`src/hdl/tile_pkg.sv`:
```
package tile_pkg;

    // one bit per op, so only three codes are valid.
    typedef logic [2:0] op_t;

    localparam op_t OP_ADD = 3'd1;
    localparam op_t OP_SUB = 3'd2;
    localparam op_t OP_DOT = 3'd4;

    localparam int TILE_LEN          = 16;
    localparam int DOT_BYTES         = 4;
    localparam int ADDR_W            = 10;
    localparam int TILE_IDX_W        = 3;
    localparam int ELEM_W            = $clog2(TILE_LEN); // element index width.
    localparam int OPERAND_STRIDE    = 16;
    localparam int DOT_RESULT_STRIDE = 32;

    typedef logic [7:0] byte_t;

    // element 0 sits in the low byte.
    typedef byte_t [TILE_LEN-1:0] tile_t;

    // the accumulator is summed as a word and written out byte by byte.
    typedef union packed {
        logic [31:0]           sum;
        byte_t [DOT_BYTES-1:0] bytes;
    } dot_acc_u;

endpackage

```
`src/hdl/tile_sequencer.sv`:
```
`timescale 1ns/1ps

module tile_sequencer (
    input  logic                            clk,
    input  logic                            rst_n,
    input  logic                            start,
    input  tile_pkg::op_t                   op_code,
    input  logic [tile_pkg::TILE_IDX_W-1:0] tile_i,
    input  logic [tile_pkg::TILE_IDX_W-1:0] tile_j,
    input  logic                            load_done,
    input  logic                            alu_done,
    input  logic                            write_done,
    output tile_pkg::op_t                   op,
    output logic [tile_pkg::TILE_IDX_W-1:0] cur_tile_i,
    output logic [tile_pkg::TILE_IDX_W-1:0] cur_tile_j,
    output logic                            load_start,
    output logic                            alu_start,
    output logic                            write_start,
    output logic                            done
);
    import tile_pkg::*;

    enum logic [1:0] {IDLE, LOAD, COMPUTE, WRITE} state;

    logic op_ok;

    assign op_ok = (op_code == OP_ADD) || (op_code == OP_SUB) || (op_code == OP_DOT);

    always_ff @(posedge clk or negedge rst_n) begin
        if (!rst_n) begin
            state       <= IDLE;
            op          <= '0;
            cur_tile_i  <= '0;
            cur_tile_j  <= '0;
            load_start  <= 1'b0;
            alu_start   <= 1'b0;
            write_start <= 1'b0;
            done        <= 1'b0;
        end else begin
            load_start  <= 1'b0;
            alu_start   <= 1'b0;
            write_start <= 1'b0;
            done        <= 1'b0;
            case (state)
                IDLE: begin
                    // unknown op codes are dropped here and never reach the datapath.
                    if (start && op_ok) begin
                        op         <= op_code;
                        cur_tile_i <= tile_i;
                        cur_tile_j <= tile_j;
                        load_start <= 1'b1;
                        state      <= LOAD;
                    end
                end
                LOAD: begin
                    if (load_done) begin
                        alu_start <= 1'b1;
                        state     <= COMPUTE;
                    end
                end
                COMPUTE: begin
                    if (alu_done) begin
                        write_start <= 1'b1;
                        state       <= WRITE;
                    end
                end
                WRITE: begin
                    if (write_done) begin
                        done  <= 1'b1; // one cycle after the last byte is written.
                        state <= IDLE;
                    end
                end
                default: state <= IDLE;
            endcase
        end
    end

    // the three phases never overlap.
    a_one_phase: assert property (@(posedge clk) disable iff (!rst_n)
        $onehot0({load_start, alu_start, write_start}))
        else $error("more than one phase started in the same cycle");

endmodule

```
`src/hdl/tile_loader.sv`:
```
`timescale 1ns/1ps

module tile_loader (
    input  logic                            clk,
    input  logic                            rst_n,
    input  logic                            load_start,
    input  logic [tile_pkg::TILE_IDX_W-1:0] tile_i,
    input  logic [tile_pkg::TILE_IDX_W-1:0] tile_j,
    input  tile_pkg::byte_t                 sram_a_dout,
    input  tile_pkg::byte_t                 sram_b_dout,
    output logic                            sram_a_ce,
    output logic                            sram_b_ce,
    output logic [tile_pkg::ADDR_W-1:0]     sram_a_addr,
    output logic [tile_pkg::ADDR_W-1:0]     sram_b_addr,
    output tile_pkg::tile_t                 tile_a,
    output tile_pkg::tile_t                 tile_b,
    output logic                            load_done
);
    import tile_pkg::*;

    logic              rd_active;
    logic [ELEM_W-1:0] rd_idx;
    logic              cap_valid;
    logic [ELEM_W-1:0] cap_idx;

    // read side issues one address per cycle on both SRAMs.
    always_ff @(posedge clk or negedge rst_n) begin
        if (!rst_n) begin
            rd_active <= 1'b0;
            rd_idx    <= '0;
        end else if (load_start) begin
            rd_active <= 1'b1;
            rd_idx    <= '0;
        end else if (rd_active) begin
            rd_active <= (rd_idx != ELEM_W'(TILE_LEN - 1));
            rd_idx    <= rd_idx + 1'b1;
        end
    end

    assign sram_a_ce   = rd_active;
    assign sram_b_ce   = rd_active;
    assign sram_a_addr = ADDR_W'(tile_i * OPERAND_STRIDE) + ADDR_W'(rd_idx);
    assign sram_b_addr = ADDR_W'(tile_j * OPERAND_STRIDE) + ADDR_W'(rd_idx);

    // the SRAMs answer one cycle after the address, so the index is delayed to match.
    always_ff @(posedge clk or negedge rst_n) begin
        if (!rst_n) begin
            cap_valid <= 1'b0;
            cap_idx   <= '0;
            load_done <= 1'b0;
        end else begin
            cap_valid <= rd_active;
            cap_idx   <= rd_idx;
            load_done <= cap_valid && (cap_idx == ELEM_W'(TILE_LEN - 1));
        end
    end

    always_ff @(posedge clk) begin
        if (cap_valid) begin
            tile_a[cap_idx] <= sram_a_dout;
            tile_b[cap_idx] <= sram_b_dout;
        end
    end

    // a read burst only begins right after the sequencer asks for one.
    a_ce_after_start: assert property (@(posedge clk) disable iff (!rst_n)
        $rose(sram_a_ce || sram_b_ce) |-> $past(load_start))
        else $error("operand read started without load_start");

endmodule

```
`src/hdl/tile_alu.sv`:
```
`timescale 1ns/1ps

module tile_alu (
    input  logic            clk,
    input  logic            rst_n,
    input  logic            alu_start,
    input  tile_pkg::op_t   op,
    input  tile_pkg::tile_t tile_a,
    input  tile_pkg::tile_t tile_b,
    output tile_pkg::tile_t result,
    output logic            alu_done
);
    import tile_pkg::*;

    logic              dot_busy;
    logic [ELEM_W-1:0] dot_idx;
    logic              dot_last;
    logic [15:0]       prod;
    dot_acc_u          acc;
    dot_acc_u          acc_next;

    assign dot_last = dot_busy && (dot_idx == ELEM_W'(TILE_LEN - 1));
    assign prod     = tile_a[dot_idx] * tile_b[dot_idx]; // unsigned 8x8 product.

    always_comb begin
        acc_next.sum = acc.sum + 32'(prod);
    end

    always_ff @(posedge clk or negedge rst_n) begin
        if (!rst_n) begin
            dot_busy <= 1'b0;
            dot_idx  <= '0;
            alu_done <= 1'b0;
        end else begin
            alu_done <= 1'b0;
            if (alu_start) begin
                if (op == OP_DOT) begin
                    dot_busy <= 1'b1;
                    dot_idx  <= '0;
                end else begin
                    alu_done <= 1'b1; // element-wise ops finish in a single cycle.
                end
            end else if (dot_busy) begin
                dot_idx <= dot_idx + 1'b1;
                if (dot_last) begin
                    dot_busy <= 1'b0;
                    alu_done <= 1'b1;
                end
            end
        end
    end

    always_ff @(posedge clk) begin
        if (alu_start) begin
            acc.sum <= '0;
        end else if (dot_busy) begin
            acc <= acc_next;
        end
    end

    always_ff @(posedge clk) begin
        if (alu_start && (op != OP_DOT)) begin
            for (int n = 0; n < TILE_LEN; n++) begin
                result[n] <= (op == OP_SUB) ? tile_a[n] - tile_b[n] : tile_a[n] + tile_b[n];
            end
        end else if (dot_last) begin
            // the sum goes out least significant byte first.
            for (int d = 0; d < DOT_BYTES; d++) begin
                result[d] <= acc_next.bytes[d];
            end
        end
    end

    // done trails its start by the latency of the op held by the sequencer.
    a_done_after_start: assert property (@(posedge clk) disable iff (!rst_n)
        alu_done |-> ((op == OP_DOT) ? $past(alu_start, TILE_LEN + 1) : $past(alu_start)))
        else $error("alu_done without a matching alu_start");

endmodule

```
`src/hdl/result_writer.sv`:
```
`timescale 1ns/1ps

module result_writer (
    input  logic                            clk,
    input  logic                            rst_n,
    input  logic                            write_start,
    input  tile_pkg::op_t                   op,
    input  logic [tile_pkg::TILE_IDX_W-1:0] tile_i,
    input  tile_pkg::tile_t                 result,
    output logic                            sram_c_ce,
    output logic                            sram_c_we,
    output logic [tile_pkg::ADDR_W-1:0]     sram_c_addr,
    output tile_pkg::byte_t                 sram_c_din,
    output logic                            write_done
);
    import tile_pkg::*;

    logic              wr_active;
    logic [ELEM_W-1:0] wr_idx;
    logic [ELEM_W-1:0] wr_last;
    logic [ADDR_W-1:0] wr_base;

    // dot results are only four bytes but sit on a wider stride in C.
    assign wr_last = (op == OP_DOT) ? ELEM_W'(DOT_BYTES - 1) : ELEM_W'(TILE_LEN - 1);
    assign wr_base = (op == OP_DOT) ? ADDR_W'(tile_i * DOT_RESULT_STRIDE)
                                    : ADDR_W'(tile_i * OPERAND_STRIDE);

    always_ff @(posedge clk or negedge rst_n) begin
        if (!rst_n) begin
            wr_active  <= 1'b0;
            wr_idx     <= '0;
            write_done <= 1'b0;
        end else begin
            write_done <= wr_active && (wr_idx == wr_last);
            if (write_start) begin
                wr_active <= 1'b1;
                wr_idx    <= '0;
            end else if (wr_active) begin
                wr_idx <= wr_idx + 1'b1;
                if (wr_idx == wr_last) begin
                    wr_active <= 1'b0;
                end
            end
        end
    end

    assign sram_c_ce   = wr_active;
    assign sram_c_we   = wr_active; // C is only ever written.
    assign sram_c_addr = wr_base + ADDR_W'(wr_idx);
    assign sram_c_din  = result[wr_idx];

    // the byte count and the base address rely on op and tile_i holding for the whole burst.
    a_cmd_stable: assert property (@(posedge clk) disable iff (!rst_n)
        sram_c_we |-> ($stable(op) && $stable(tile_i)))
        else $error("op or tile_i changed during an SRAM C write burst");

endmodule

```
`src/hdl/tile_processor.sv`:
```
`timescale 1ns/1ps

module tile_processor (
    input  logic                            clk,
    input  logic                            rst_n,
    input  logic                            start,
    input  tile_pkg::op_t                   op_code,
    input  logic [tile_pkg::TILE_IDX_W-1:0] tile_i,
    input  logic [tile_pkg::TILE_IDX_W-1:0] tile_j,
    input  tile_pkg::byte_t                 sram_a_dout,
    input  tile_pkg::byte_t                 sram_b_dout,
    output logic                            sram_a_ce,
    output logic [tile_pkg::ADDR_W-1:0]     sram_a_addr,
    output logic                            sram_b_ce,
    output logic [tile_pkg::ADDR_W-1:0]     sram_b_addr,
    output logic                            sram_c_ce,
    output logic                            sram_c_we,
    output logic [tile_pkg::ADDR_W-1:0]     sram_c_addr,
    output tile_pkg::byte_t                 sram_c_din,
    output logic                            done
);
    import tile_pkg::*;

    op_t                   op;
    logic [TILE_IDX_W-1:0] cur_tile_i;
    logic [TILE_IDX_W-1:0] cur_tile_j;
    logic                  load_start;
    logic                  load_done;
    logic                  alu_start;
    logic                  alu_done;
    logic                  write_start;
    logic                  write_done;
    tile_t                 tile_a;
    tile_t                 tile_b;
    tile_t                 result;

    tile_sequencer i_tile_sequencer (
        .clk         (clk),
        .rst_n       (rst_n),
        .start       (start),
        .op_code     (op_code),
        .tile_i      (tile_i),
        .tile_j      (tile_j),
        .load_done   (load_done),
        .alu_done    (alu_done),
        .write_done  (write_done),
        .op          (op),
        .cur_tile_i  (cur_tile_i),
        .cur_tile_j  (cur_tile_j),
        .load_start  (load_start),
        .alu_start   (alu_start),
        .write_start (write_start),
        .done        (done)
    );

    tile_loader i_tile_loader (
        .clk         (clk),
        .rst_n       (rst_n),
        .load_start  (load_start),
        .tile_i      (cur_tile_i),
        .tile_j      (cur_tile_j),
        .sram_a_dout (sram_a_dout),
        .sram_b_dout (sram_b_dout),
        .sram_a_ce   (sram_a_ce),
        .sram_b_ce   (sram_b_ce),
        .sram_a_addr (sram_a_addr),
        .sram_b_addr (sram_b_addr),
        .tile_a      (tile_a),
        .tile_b      (tile_b),
        .load_done   (load_done)
    );

    tile_alu i_tile_alu (
        .clk       (clk),
        .rst_n     (rst_n),
        .alu_start (alu_start),
        .op        (op),
        .tile_a    (tile_a),
        .tile_b    (tile_b),
        .result    (result),
        .alu_done  (alu_done)
    );

    // results always land at the A tile index.
    result_writer i_result_writer (
        .clk         (clk),
        .rst_n       (rst_n),
        .write_start (write_start),
        .op          (op),
        .tile_i      (cur_tile_i),
        .result      (result),
        .sram_c_ce   (sram_c_ce),
        .sram_c_we   (sram_c_we),
        .sram_c_addr (sram_c_addr),
        .sram_c_din  (sram_c_din),
        .write_done  (write_done)
    );

endmodule

```
`config.mk`:
```
export PLATFORM = sky130hd
export DESIGN_NAME = tile_processor
export DESIGN_NICKNAME = d
export VERILOG_FILES = /design/src/hdl/tile_pkg.sv /design/src/hdl/tile_sequencer.sv /design/src/hdl/tile_loader.sv /design/src/hdl/tile_alu.sv /design/src/hdl/result_writer.sv /design/src/hdl/tile_processor.sv
export SDC_FILE = /design/constraint.sdc
export NUM_CORES = 1
export LEC_CHECK = 0
export ABC_AREA = 1
export BUFFER_PORTS_ARGS = -buffer_cell sky130_fd_sc_hd__buf_2
export CAP_MARGIN = 20
export CORE_MARGIN = 5
export CORE_UTILIZATION = 50
export DETAILED_ROUTE_END_ITERATION = 16
export PLACE_DENSITY_LB_ADDON = 0.12
export REMOVE_ABC_BUFFERS = 1
export SYNTH_ARGS = -nofsm -noshare
export SYNTH_HDL_FRONTEND = slang
export SYNTH_SLANG_ARGS = --single-unit
```
`constraint.sdc`:
```
create_clock -name clk -period 5.46 [get_ports clk]
set_input_delay 0 -clock clk [delete_from_list [all_inputs] [get_ports clk]]
set_output_delay 0 -clock clk [all_outputs]
set_load 0.03 [all_outputs]
```
; ---- Yosys cells after proc, flatten, opt, wreduce, memory -nomap -nowiden
; Cells that the tools add are included.
[classes]
reduce_logical = 16
n_eq_ne = 18
n_shift = 0
muxes = 63
n_mul = 1
bitwise_logic = 0
div_mod_pow = 0
order_cmp = 4
addsub = 39
[op_table]
columns = op, count
row1 = $bwmux 128, 2
row2 = $mux 8, 21
row3 = $add 8x8->8, 16
row4 = $sub 8x8->8, 16
row5 = $bmux 8 s4, 3
row6 = $mux 32, 2
row7 = $add 32x16->32, 1
row8 = $demux 8 s4, 1
row9 = $mux 4, 8
row10 = $mux 1, 21
row11 = $add 7x4->8, 2
row12 = $mul 8x8->16, 1
row13 = $lt 4x5->1 const B, 3
row14 = $add 4x1->4 const B, 3
row15 = $add 10x4->10, 1
row16 = $ne 2x1->1 const B, 5
row17 = $eq 4x4->1 const B, 2
row18 = $mux 2, 4
row19 = $pmux 2 s4, 1
row20 = $reduce_bool 2->1, 4
row21 = $eq 3x2->1 const B, 2
row22 = $eq 3x3->1 const B, 2
row23 = $logic_and 1x1->1, 6
row24 = $eq 2x2->1 const B, 2
row25 = 10 further kinds, 12
[totals]
n_memories = 0
out_inout_bits = 43
ff_bits = 454
ram_bits = 0
latchBits = 0
inputBits = 28
word_cells = 209
rom_bits = 0

; ---- Logic depth before layout (Yosys ltp)
[logic_depth]
depth_word = 6
mapped_depth = 32
mapped_depth_nobuf = 30

; ---- Hierarchy
; Synthesis repeated with hierarchy kept, for this count alone.
[unflattened]
hier_cells = 3533
area_unflattened_um2 = 30065.1
[modules_own_cells]
columns = mod, area_each_um2, n_inst, cells_per_inst, seq_area_each_um2
row1 = tile_alu, 18891.9, 1, 2621, 4634.4
row2 = tile_loader, 8310.5, 1, 336, 7962.6
row3 = result_writer, 2154.6, 1, 496, 150.1
row4 = tile_sequencer, 708.2, 1, 80, 375.4

; ---- Least setup slack after synthesis
; OpenSTA, ideal clock, no wires.
[synth_timing]
kind = register to register
from = register i_tile_alu.dot_idx[1]
to = register i_tile_alu.result[12] (netlist name), data pin
t_required_ns = 5.200
path_buffers = 1
setup_time_ns = 0.260
slack_ns = 0.470
arrival_ns = 4.730
path_stages_with_launch = 25
synth_period_minus_slack_ns = 4.990
cell_sequence = dfrtp_1 inv_2 clkbuf_1 o21ai_0 o221ai_1 nand3_1 nand2_2 nand2_1 fa_1 inv_1 fa_1 inv_1 fa_1 inv_1 fa_1 ha_1 nand2_1 inv_1 nand2_1 nand2_1 inv_1 nand3_1 or2_2 nand3_1 o21ai_0
[synth_between]
elab_chain_len = 6
word_cells_on_any_way = 8
cone_classes = add/sub: 1 / mul: 1 / mux: 6
[synth_rtl]
columns = item, line_no
row1 = start: declaration, tile_alu.sv:16  ; logic [ELEM_W-1:0] dot_idx;
row2 = start signal: assignment, tile_alu.sv:44  ; dot_idx <= dot_idx + 1'b1;
row3 = $bmux 8 s4, tile_alu.sv:23  ; assign prod = tile_a[dot_idx] * tile_b[dot_idx];
row4 = $mux 8 (implied by the code), tile_alu.sv:23
row5 = $mul 8x8->16 *, tile_alu.sv:23
row6 = $add 32x16->32 *, tile_alu.sv:26  ; acc_next.sum = acc.sum + 32'(prod);
row7 = $mux 32 *, tile_alu.sv:66  ; end else if (dot_last) begin
row8 = $mux 32 *, tile_alu.sv:62  ; if (alu_start && (op != OP_DOT)) begin
row9 = end signal: indexed assignment, tile_alu.sv:64  ; result[n] <= (op == OP_SUB) ? tile_a[n] - tile_b[n] : tile_a[n] + tile_b[n];
row10 = end signal: indexed assignment, tile_alu.sv:69  ; result[d] <= acc_next.bytes[d];
row11 = end: declaration, tile_alu.sv:10  ; output tile_pkg::tile_t result,
; Every way passes the cells marked *; elsewhere a longest branch is shown, timed or not. The select of a mux whose other input is x is not followed.
; A chain may end at the register's enable or synchronous reset.

; ---- Worst setup path in the final report
[layout_timing]
from = register i_tile_alu.dot_idx[0]
to = register i_tile_alu.result[25] (netlist name), data pin
; Same word-level chain as after synthesis.

==> run summary <==
TritonRoute pass-1 iters - 5
Async SR Flop Fraction - 0.0837
Drt via density - 5.60
Worst-Margin Slew - 1.04 ns
Top sig layer - met5
WHS Path Cells - 4
Cell Area, Synth - 29000 um^2
Ys flop type - edfxtp_1
Post-DRT Antenna Nets - 0
Post-Layout Inst Area - 34900 um^2
CP top delay family - adder cells
Clock root buffer - clkbuf_16
Sequential fraction of the synthesis area - 0.453
Pint - 0.00705 W
R2R setup slack - -0.15 ns
Worst Hold Class - in -> reg
Met3 routed WL - 9180 um
Critical Path Max Stage Delay - 0.60 ns
DP Wirelength - 71600 um
Share of cells above drive strength 1 - 0.179
Setup violators final - 26
Max cap viols - 0
Layout area overhead - 20.6%
Final Slew Violations - 0
Hold path start - tile_i[1]
Cell Rows - 88
H-tree levels - 2
Count of cell types in the netlist - 42
Most frequent cell on the critical path - nand2_1
Wire per inst - 22.6 um
Min cycle time layout - 5.61 ns
RR Endpoint - i_tile_alu.result[25]$_DFFE_PP_
Via count - 24100
Net Sw Frac - 0.309
CTS buffer count - 52
Wl on met1 - 43300 um
Psw - 0.00316 W
Buf+Inv Stages, Crit Path - 8
Number of global-route vias before repair - 22400
Synth Warn # - 0
Reg2Reg Depth - 27
CTS tree - yes
Die area - 62800 um^2
Failing checks - setup timing
Post-synth EDFFs - 384
P_leak - 16.0 nW
GRT overflow - 0
GP Congestion - 0.991
Post-route DRC - 0
Final period util - 1.03
Critical path type - reg -> reg
Startpoint of the worst-slack reg-to-reg timing path - i_tile_alu.dot_idx[0]$_DFFE_PN0P_
Io pins - 71
Initial DRC count - 2668
Clk slew on worst S/H paths - 0.06 ns
Die Span Y - 251 um
CP max-delay cell - fa_2
RSZ-0062 raised after global routing - true
Crit end category - register
Cell Pwr Density - 292 nW/um^2
Area of the core - 57600 um^2
Final worst slack - -0.153 ns
Syn Area/Cell - 8.89 um^2
CP startpoint kind - register
PortBufs - 62
Sequential share of power - 0.394
Max Fclk - 0.178 GHz
Peak VDD IR - 0.331 mV
Final WL - 97300 um
Final Hold Vio Count - 0
Skew-Pair Late Insertion Delay - 0.61 ns
CP Max Fanout - 8
DR WL met2 - 42000 um
GRT Total Usage - 0.297
Status - finished with violations
#FFs+latches synth - 454
Clock power frac - 0.352
Slew headroom - 0.308
Initial antenna violation count - 5
First-pass GRT wire length - 141000 um
Clk sinks - 454
DP Area - 30900 um^2
Pwr Total - 0.0102 W
Setup tns final - -1.82 ns
Worst Skew - 0.0260 ns
Syn Inst Count - 3257
CTS Buffer Depth - 3
Comb power frac - 0.254
Hold Path End - i_tile_sequencer.cur_tile_i[1]$_DFFE_PN0P_
Critical Path RT - 5.80 ns
Initial Utilization - 0.503
Die width - 251 um
Net count, final - 3759
Crit path DAT - 5.95 ns
Largest net degree at the start of global routing - 86
[cell families (layout without fill, tap and decap cells)]
family,after synthesis,after routing,synth area share
and+or+nand+nor,1081,1081,0.157
buffers and inverters,669,936,0.0914
AOI/OAI and AO/OA,608,608,0.115
DFF,454,454,0.453
adders and majority gates,242,242,0.122
xor gates and xnor gates,199,199,0.0602
muxes,3,3,0.00117
other,1,10,0.000129
[worst max path at each step]
stage,start,to,cells past startpoint
CTS,i_tile_alu.dot_idx[0]$_DFFE_PN0P_,i_tile_alu.result[21]$_DFFE_PP_,26
global placement,i_tile_alu.dot_idx[0]$_DFFE_PN0P_,i_tile_alu.result[31]$_DFFE_PP_,29
global route,i_tile_alu.dot_idx[0]$_DFFE_PN0P_,i_tile_alu.result[25]$_DFFE_PP_,27
floorplan,i_tile_alu.dot_idx[0]$_DFFE_PN0P_,i_tile_alu.result[12]$_DFFE_PP_,25
detailed placement,i_tile_alu.dot_idx[0]$_DFFE_PN0P_,i_tile_alu.result[28]$_DFFE_PP_,26
finish,i_tile_alu.dot_idx[0]$_DFFE_PN0P_,i_tile_alu.result[25]$_DFFE_PP_,27
[through the flow]
step           utilization  hold slack, ns  worst slack [ns]  cells
4_1_cts              0.586           0.120           -0.0624   4265
2_1_floorplan            -          -0.296             -2.34   3148
3_5_place_dp         0.537           0.221            -0.432   4123
3_3_place_gp         0.537           0.212            -0.390   4122
6_report             0.606           0.158            -0.153   4298
5_1_grt              0.606           0.180            -0.282   4296
[registers in the layout, summed over array words and instances, names as in the netlist]
name,cells
i_result_writer.sram_c_ce,1
i_tile_sequencer.state,2
i_tile_loader.rd_idx,4
i_result_writer.write_done,1
i_tile_alu.result,128
i_tile_loader.tile_b,128
i_tile_sequencer.alu_start,1
i_tile_loader.tile_a,128
i_tile_sequencer.load_start,1
i_tile_alu.dot_busy,1
i_tile_loader.cap_idx,4
i_tile_sequencer.op,3
i_tile_alu.alu_done,1
i_tile_sequencer.write_start,1
i_tile_loader.sram_a_ce,1
i_tile_alu.acc,32
i_result_writer.wr_idx,4
i_tile_sequencer.cur_tile_i,3
i_tile_sequencer.cur_tile_j,3
i_tile_sequencer.done,1
i_tile_loader.cap_valid,1
i_tile_alu.dot_idx,4
i_tile_loader.load_done,1
[routing by layer]
layer | up-vias | GRT usage
met5 | - | 0
met4 | 2 | 0.0798
met3 | 156 | 0.0533
met2 | 1024 | 0.440
met1 | 11600 | 0.450
li1 | 11300 | -
[cell usage after synthesis, types with 2 or more instances]
| library cell | n | share of area |
|---|---|---|
| o21ai_0 | 251 | 0.043 |
| xor2_1 | 180 | 0.054 |
| dfrtp_1 | 38 | 0.033 |
| a21o_1 | 2 | 0.00052 |
| nand3b_1 | 4 | 0.0010 |
| or2_2 | 8 | 0.0017 |
| buf_6 | 4 | 0.0016 |
| nor3_1 | 37 | 0.0064 |
| edfxtp_1 | 384 | 0.40 |
| nand4_1 | 28 | 0.0060 |
| nand2_4 | 7 | 0.0027 |
| dfxtp_1 | 32 | 0.022 |
| buf_2 | 24 | 0.0041 |
| o211ai_1 | 10 | 0.0026 |
| clkbuf_1 | 60 | 0.0078 |
| mux2_2 | 3 | 0.0012 |
| nand2_1 | 501 | 0.065 |
| a31oi_1 | 5 | 0.0011 |
| inv_1 | 549 | 0.071 |
| buf_4 | 20 | 0.0052 |
| o22ai_1 | 42 | 0.0091 |
| inv_2 | 3 | 0.00039 |
| o21ai_1 | 10 | 0.0017 |
| fa_1 | 66 | 0.046 |
| xnor2_1 | 19 | 0.0057 |
| buf_1 | 7 | 0.00091 |
| o221ai_1 | 22 | 0.0067 |
| nand3_2 | 7 | 0.0024 |
| nand2_2 | 9 | 0.0019 |
| ha_1 | 176 | 0.076 |
| a21oi_1 | 222 | 0.038 |
| o31ai_1 | 40 | 0.010 |
| nor2_1 | 296 | 0.038 |
| nand3_1 | 183 | 0.032 |
[worst register-to-register path: cells and delay by family, from the launching register on]
kind | cells | cell delay, ns
flops | 1 | 0.50
fa+ha+maj | 5 | 2.38
buf+inv | 8 | 0.77
simple gates | 12 | 1.20
compound gates | 2 | 0.51
[power groups by stage]
stage	Clock, W	Combinational (W)	Sequential, W
finish	0.00359	0.00259	0.00403
detailed placement	0	0.00199	0.00409
CTS	0.00363	0.00221	0.00402
global route	0.00378	0.00281	0.00403
floorplan	0	0.00107	0.00414
global placement	0	0.00197	0.00409
[cell type report]
cell class | instances | area, um^2
fillers | 4938 | 22700
repair buffers | 287 | 2530
inverters | 553 | 2100
diodes | 2 | 5.00
multi-input cells | 2141 | 14500
clock inverters | 29 | 297
well taps | 765 | 957
flip-flops and latches | 454 | 13100
clock buffers | 67 | 1450
[cell usage in the layout (no fill, tap or decap), drive strengths merged, types with 2 or more instances in the layout]
cell type / Yosys / final
bufinv: 0 / 5
nand3: 190 / 190
xnor2: 19 / 19
nor2: 296 / 296
nand2: 517 / 517
o211ai: 10 / 10
clkbuf: 61 / 72
clkinvlp: 0 / 2
diode: 0 / 2
dlygate4sd3: 0 / 29
nand4: 28 / 28
dfxtp: 32 / 32
ha: 176 / 176
a21oi: 222 / 222
o221ai: 22 / 22
a21o: 2 / 2
fa: 66 / 66
o21ai: 261 / 261
conb: 1 / 8
dfrtp: 38 / 38
clkinv: 1 / 21
buf: 55 / 253
nor3: 37 / 37
xor2: 180 / 180
o22ai: 42 / 42
o31ai: 40 / 40
edfxtp: 384 / 384
nand3b: 4 / 4
a31oi: 5 / 5
or2: 8 / 8
inv: 552 / 554
mux2: 3 / 3
[repair_timing]
| action | CTS | global route |
|---|---|---|
| cloned | 3 | 5 |
| pin swaps | 29 | 138 |
| setup endpoints to repair | 50 | 52 |
| hold buffers | 28 | 1 |
| buffers inserted | 15 | 26 |
| resized for setup | 139 | 268 |
| hold endpoints to repair | 304 | 9 |
Power figures use the tool's default switching activity.
